[src/common/pe_macros.svh]
`ifndef PE_MACROS_SVH
`define PE_MACROS_SVH

// array size
// rows share one pixel lane each
`define PE_ROWS 4
// columns share one weight lane each
`define PE_COLS 4

// pixel word width, signed
`define PE_X_BITS 8

// weight word width, signed
`define PE_K_BITS 8

// full product width, never truncated
`define PE_M_BITS (`PE_X_BITS + `PE_K_BITS)

// accumulator and output width
// sums wrap in two's complement here
`define PE_Y_BITS 24

`endif

[src/common/pe_types_pkg.sv]
`include "pe_macros.svh"

package pe_types_pkg;

  // scalar words of the data path
  typedef logic signed [`PE_X_BITS-1:0] pixel_t;
  typedef logic signed [`PE_K_BITS-1:0] weight_t;
  typedef logic signed [`PE_M_BITS-1:0] product_t;
  typedef logic signed [`PE_Y_BITS-1:0] sum_t;

  // one pixel per row, broadcast to every column
  typedef pixel_t [`PE_ROWS-1:0] pixel_vec_t;

  // one weight per column, shared by every row
  typedef weight_t [`PE_COLS-1:0] weight_vec_t;

  // one output beat, a full column of sums
  typedef sum_t [`PE_ROWS-1:0] sum_col_t;

  // finished block, indexed by column first
  typedef sum_col_t [`PE_COLS-1:0] sum_block_t;

endpackage

[src/common/pe_ctrl_pkg.sv]
`include "pe_macros.svh"

package pe_ctrl_pkg;

  // pointer width for the drain column
  // a single column still needs one bit
  localparam int unsigned COL_IDX_BITS = (`PE_COLS > 1) ? $clog2(`PE_COLS) : 1;

  typedef logic [COL_IDX_BITS-1:0] col_idx_t;

  // output shifter states
  // IDLE waits for a block, DRAIN sends it out
  typedef enum logic {
    IDLE,
    DRAIN
  } drain_state_e;

endpackage

[src/rtl/pe_input_stage.sv]
`timescale 1ns/1ps

module pe_input_stage
  import pe_types_pkg::*;
(
  input  logic        clk,
  input  logic        resetn,
  // global enable, also seen outside as s_ready
  input  logic        advance,
  input  logic        s_valid,
  input  pixel_vec_t  s_pixels,
  input  weight_vec_t s_weights,
  input  logic        s_last,
  output logic        in_valid,
  output logic        in_last,
  output pixel_vec_t  in_pixels,
  output weight_vec_t in_weights
);

  // beat accepted on this edge
  logic load_beat;

  assign load_beat = advance && s_valid;

  // control flags
  // a bubble is registered as well so in_valid drops when the source idles
  always_ff @(posedge clk) begin
    if (!resetn) begin
      in_valid <= 1'b0;
      in_last  <= 1'b0;
    end else if (advance) begin
      in_valid <= s_valid;
      // last only means something on a valid beat
      in_last  <= s_valid && s_last;
    end
  end

  // row pixel register
  // pixels go to every column at once, no skew
  always_ff @(posedge clk) begin
    if (load_beat) begin
      in_pixels <= s_pixels;
    end
  end

  // column weight register
  always_ff @(posedge clk) begin
    if (load_beat) begin
      in_weights <= s_weights;
    end
  end

endmodule

[src/pe_array/pe_mac_array.sv]
`timescale 1ns/1ps
`include "pe_macros.svh"

module pe_mac_array
  import pe_types_pkg::*;
(
  input  logic        clk,
  input  logic        resetn,
  input  logic        advance,
  input  logic        in_valid,
  input  logic        in_last,
  input  pixel_vec_t  in_pixels,
  input  weight_vec_t in_weights,
  input  logic        blk_take,
  output logic        blk_valid,
  output sum_block_t  blk_data
);

  // flags that travel with the product register
  logic mul_valid;
  logic mul_last;
  // first beat of a packet starts from zero
  logic bypass;
  // accumulators update on a valid product
  logic acc_en;
  // last product of a packet lands this edge
  logic blk_done;

  assign acc_en   = advance && mul_valid;
  assign blk_done = acc_en && mul_last;

  // stage one control
  always_ff @(posedge clk) begin
    if (!resetn) begin
      mul_valid <= 1'b0;
      mul_last  <= 1'b0;
    end else if (advance) begin
      mul_valid <= in_valid;
      mul_last  <= in_valid && in_last;
    end
  end

  // bypass is armed after reset and after every last beat
  always_ff @(posedge clk) begin
    if (!resetn) begin
      bypass <= 1'b1;
    end else if (acc_en) begin
      bypass <= mul_last;
    end
  end

  // finished block flag
  // a new block wins over a take in the same cycle
  always_ff @(posedge clk) begin
    if (!resetn) begin
      blk_valid <= 1'b0;
    end else if (blk_done) begin
      blk_valid <= 1'b1;
    end else if (blk_take) begin
      blk_valid <= 1'b0;
    end
  end

  // ROWS x COLS processing elements
  for (genvar r = 0; r < `PE_ROWS; r++) begin : g_row
    for (genvar c = 0; c < `PE_COLS; c++) begin : g_col
      product_t prod_q;
      sum_t     prod_ext;
      sum_t     acc_q;
      sum_t     acc_next;
      sum_t     blk_q;

      // stage one, full width signed product
      always_ff @(posedge clk) begin
        if (advance && in_valid) begin
          prod_q <= $signed(in_pixels[r]) * $signed(in_weights[c]);
        end
      end

      // sign extend to the sum width
      assign prod_ext = sum_t'(prod_q);
      assign acc_next = bypass ? prod_ext : acc_q + prod_ext;

      // stage two, running sum
      always_ff @(posedge clk) begin
        if (acc_en) begin
          acc_q <= acc_next;
        end
      end

      // finished sum is copied out so the next packet can start
      always_ff @(posedge clk) begin
        if (blk_done) begin
          blk_q <= acc_next;
        end
      end

      assign blk_data[c][r] = blk_q;
    end
  end

  // the top level must freeze the pipe while a block waits
  a_no_overwrite : assert property (
    @(posedge clk) disable iff (!resetn)
    (blk_valid && !blk_take) |-> !blk_done
  );

endmodule

[src/pe_array/pe_out_shifter.sv]
`timescale 1ns/1ps
`include "pe_macros.svh"

module pe_out_shifter
  import pe_types_pkg::*;
  import pe_ctrl_pkg::*;
(
  input  logic       clk,
  input  logic       resetn,
  input  logic       blk_valid,
  input  sum_block_t blk_data,
  input  logic       m_ready,
  output logic       blk_take,
  output logic       m_valid,
  output sum_col_t   m_data,
  output logic       m_last
);

  drain_state_e state;
  // column currently on m_data
  col_idx_t     col_ptr;
  // captured block, drained column 0 first
  sum_block_t   blk_q;
  // output handshake
  logic         out_fire;
  logic         last_col;

  // a block is only taken while nothing is being drained
  assign blk_take = (state == IDLE) && blk_valid;

  assign last_col = col_ptr == col_idx_t'(`PE_COLS - 1);
  assign m_valid  = state == DRAIN;
  assign out_fire = m_valid && m_ready;

  // output mux over the captured columns
  assign m_data = blk_q[col_ptr];
  assign m_last = m_valid && last_col;

  // drain FSM
  always_ff @(posedge clk) begin
    if (!resetn) begin
      state   <= IDLE;
      col_ptr <= '0;
    end else begin
      case (state)
        IDLE: begin
          if (blk_take) begin
            state   <= DRAIN;
            col_ptr <= '0;
          end
        end
        DRAIN: begin
          // one column per accepted beat
          if (out_fire) begin
            if (last_col) begin
              state <= IDLE;
            end else begin
              col_ptr <= col_ptr + 1'b1;
            end
          end
        end
        default: begin
          state <= IDLE;
        end
      endcase
    end
  end

  // block capture, one cycle after the take
  always_ff @(posedge clk) begin
    if (blk_take) begin
      blk_q <= blk_data;
    end
  end

  // stream rule on the output side
  a_m_stable : assert property (
    @(posedge clk) disable iff (!resetn)
    (m_valid && !m_ready) |=> m_valid && $stable(m_data) && $stable(m_last)
  );

endmodule

[src/rtl/proc_engine.sv]
`timescale 1ns/1ps

module proc_engine
  import pe_types_pkg::*;
(
  input  logic        clk,
  input  logic        resetn,
  input  logic        s_valid,
  input  pixel_vec_t  s_pixels,
  input  weight_vec_t s_weights,
  input  logic        s_last,
  input  logic        m_ready,
  output logic        s_ready,
  output logic        m_valid,
  output sum_col_t    m_data,
  output logic        m_last
);

  // global enable for input and mac stages
  logic        advance;
  logic        in_valid;
  logic        in_last;
  pixel_vec_t  in_pixels;
  weight_vec_t in_weights;
  // block hand-off between array and shifter
  logic        blk_valid;
  logic        blk_take;
  sum_block_t  blk_data;

  // the pipe moves unless a finished block is stuck behind a drain
  assign advance = !blk_valid || blk_take;
  assign s_ready = advance;

  pe_input_stage i_input_stage (
    .clk        (clk),
    .resetn     (resetn),
    .advance    (advance),
    .s_valid    (s_valid),
    .s_pixels   (s_pixels),
    .s_weights  (s_weights),
    .s_last     (s_last),
    .in_valid   (in_valid),
    .in_last    (in_last),
    .in_pixels  (in_pixels),
    .in_weights (in_weights)
  );

  pe_mac_array i_mac_array (
    .clk        (clk),
    .resetn     (resetn),
    .advance    (advance),
    .in_valid   (in_valid),
    .in_last    (in_last),
    .in_pixels  (in_pixels),
    .in_weights (in_weights),
    .blk_take   (blk_take),
    .blk_valid  (blk_valid),
    .blk_data   (blk_data)
  );

  pe_out_shifter i_out_shifter (
    .clk       (clk),
    .resetn    (resetn),
    .blk_valid (blk_valid),
    .blk_data  (blk_data),
    .m_ready   (m_ready),
    .blk_take  (blk_take),
    .m_valid   (m_valid),
    .m_data    (m_data),
    .m_last    (m_last)
  );

endmodule

[config.mk]
export PLATFORM = sky130hd
export DESIGN_NAME = proc_engine
export DESIGN_NICKNAME = d
export VERILOG_FILES = /design/src/common/pe_types_pkg.sv /design/src/common/pe_ctrl_pkg.sv /design/src/rtl/pe_input_stage.sv /design/src/pe_array/pe_mac_array.sv /design/src/pe_array/pe_out_shifter.sv /design/src/rtl/proc_engine.sv
export VERILOG_INCLUDE_DIRS = /design/src /design/src/common
export SDC_FILE = /design/constraint.sdc
export NUM_CORES = 2
export LEC_CHECK = 0
export BUFFER_PORTS_ARGS = -buffer_cell sky130_fd_sc_hd__buf_2
export CORE_MARGIN = 3
export CORE_UTILIZATION = 40
export CTS_CLUSTER_SIZE = 28
export DETAILED_ROUTE_END_ITERATION = 8
export HOLD_SLACK_MARGIN = 0.12
export PLACE_DENSITY = 0.66
export SYNTH_ARGS = -nofsm -noshare
export SYNTH_HDL_FRONTEND = slang
export SYNTH_HIERARCHICAL = 1
export SYNTH_SLANG_ARGS = --single-unit
[constraint.sdc]
create_clock -name clk -period 35.1 [get_ports clk]
set_input_delay 5.265 -clock clk [delete_from_list [all_inputs] [get_ports clk]]
set_output_delay 5.265 -clock clk [all_outputs]
set_load 0.02 [all_outputs]
==> metrics.txt <==
post-route non-filler standard cell count=13,300; Unique masters post-synth=104; Initial Util=40.3%; Post-CTS Setup Bufs=0; worst hold path class=reg2reg; Main synth FF type=edfxtp_1; WL met3=12,900 um; Vias=69,700; FFs w/ async S/R, synth=0%; dpl cells=12,900; area of the mapped netlist=108,000 sq um; CP Capture Type=primary output; CTS H-tree depth=4; Final Cycle Share=25.0%; Worst EP arrival=3520 ps; initial antenna violation count=22; Pwr per Cell Area=70.9 nW/um^2; Final min period=8790 ps; synthesized area per cell=11.5 sq um; Util after Layout=44.1%; area of the die=277,000 sq um; TritonCTS Buffers=168; Final Cell Area=118,000 sq um; Die X=526 um; first-pass GRT wire length=411,000 um; I/O pin cnt=168; core area=268,000 sq um; static leakage=49.2 nW; largest net degree at the start of global routing=213; worst slew pin tran=1260 ps; worst-case clock buffer depth=4; IO Port Bufs=167; max layer used=met4; Final setup viols=0; max_cap viols=0; post-CTS resize count=0; Slew Limit Fails=0; DP HPWL=189,000 um; synth warn=6; pre-CTS setup slack=26,990 ps; routability cong.=0.860; cell with the most instances after synthesis=edfxtp_1; Reg clk slew, reported paths=60 ps; fmax=114 MHz; total track usage=18.9%; Hold Slack=404 ps; type of origin of the critical path=flip-flop; Placed Area=113,000 sq um; 1st-pass router iterations=7; Initial DRC Count=5,438; top-area cell type share of the netlist area=40.9%; fillers=24,200; vias per cell=5.26; clock sink count=1,481; kind of critical path=reg2out; vias in the first global route=72,100; DRC=0; leading area contributor after synthesis=edfxtp_1; RSZ-0062 raised after global routing=no; met2 WL post-DR=129,000 um; total power=8.40 mW; nets@finish=11,400; top post-synthesis cells by count=edfxtp_1, inv_1, fa_1; final hold violations=0; area delta synth->final=9.57%; sequential share of the synthesized area=41.1%; Setup Skew=53.3 ps; Max FO, Critical Path=27; EDFF count, synth=1,472; cells after synthesis=9,439; root buf cell=clkbuf_16; TritonCTS clock tree=built; DRT Wirelength=263,000 um; Rel. slew slack=15.3%; Post-Syn Nets=11,200; grt total ovfl=0; outcome=complete, no violations; die height=526 um; Routed Antenna Nets=0; DR WL/cell=19.8 um; top cells by area, synth=edfxtp_1, fa_1, ha_1; hold_buf cts=0; #FFs+latches synth=1,481; worst endpoint required time=29,830 ps; met1 WL=113,000 um; layout cells sized above 1=7.40%; Clk Latency, worst-skew pair=850 ps; num rows=190; maximum vdd drop=43.8 uV; TNS Setup=0 ps; Setup WS post-layout=26,310 ps
## logic make-up after synthesis
group,synth area share [%]
AO/OA/AOI/OAI,9.03
buffers and inverters,6.25
flip-flops,41.1
adder cells (fa/ha/maj),26.2
multiplexers,2.70
XOR/XNOR,3.95
AND/OR/NAND/NOR,10.8
## area by class of cell
| type | instances | area, sq um | area share, % |
|---|---|---|---|
| clock buffers | 196 | 4330 | 3.66 |
| well taps | 3552 | 4440 | 3.75 |
| inverters | 1466 | 5510 | 4.65 |
| multi-input cells | 6180 | 57000 | 48.1 |
| flip-flops and latches | 1481 | 44400 | 37.5 |
| diodes | 8 | 20.0 | 0.0169 |
| repair buffers | 267 | 1600 | 1.35 |
| clock inverters | 108 | 1180 | 0.994 |
## cells in the final DEF (no fill, tap or decap), types with 40 or more instances in the layout
master	instances
edfxtp_1	1472
inv_1	1464
fa_1	896
ha_1	833
and2_1	680
nand2_1	657
o21ai_0	440
nor2_1	365
a21oi_1	334
xnor2_1	331
clkbuf_16	169
buf_2	167
a21o_1	163
xor2_1	156
nor2b_1	139
buf_4	99
mux4_2	96
nor3_1	95
nand3_1	92
nand2b_1	89
o21a_1	75
a21boi_0	62
o21bai_1	58
o31ai_1	58
a211oi_1	41
o211ai_1	40
## worst paths after layout
check / cells past startpoint / slack [ps] / startpoint / end
setup / recovery: 4 / 26310 / i_out_shifter/col_ptr[0] / m_data[36]
hold / removal: 0 / 400 / i_mac_array/g_row[1].g_col[2].blk_q[5] / i_out_shifter/blk_q[221]
setup reg to reg: 20 / 29330 / i_input_stage/in_weights[26] / i_mac_array/g_row[2].g_col[3].prod_q[14]
hold reg to reg: 0 / 400 / i_mac_array/g_row[1].g_col[2].blk_q[5] / i_out_shifter/blk_q[221]
## registers in the layout, indices dropped and copies added (netlist names), 2 cells and up
register / count
i_input_stage/in_pixels: 32
i_input_stage/in_weights: 32
i_mac_array/g_row.g_col.acc_q: 384
i_mac_array/g_row.g_col.blk_q: 384
i_mac_array/g_row.g_col.prod_q: 256
i_out_shifter/blk_q: 384
i_out_shifter/col_ptr: 2
## report_power, final
part / switching, mW / leakage, nW / total, mW / internal, mW
logic: 2.40 / 33.0 / 4.13 / 1.73
clock network: 0.746 / 2.66 / 1.76 / 1.02
registers: 0.157 / 13.6 / 2.50 / 2.35
## worst max-delay path: stages (launching register included)
cell     delay (ps)
dfxtp_4         680
buf_4           520
buf_4           570
mux4_2          610
buf_2           180
## per-layer routing
layer,track usage (%),vias to the layer above
met5,0,-
met4,5.94,0
met3,2.06,390
met2,32.3,1764
met1,25.2,35300
li1,-,32300
Note: power is estimated with default switching activity, not from simulation.
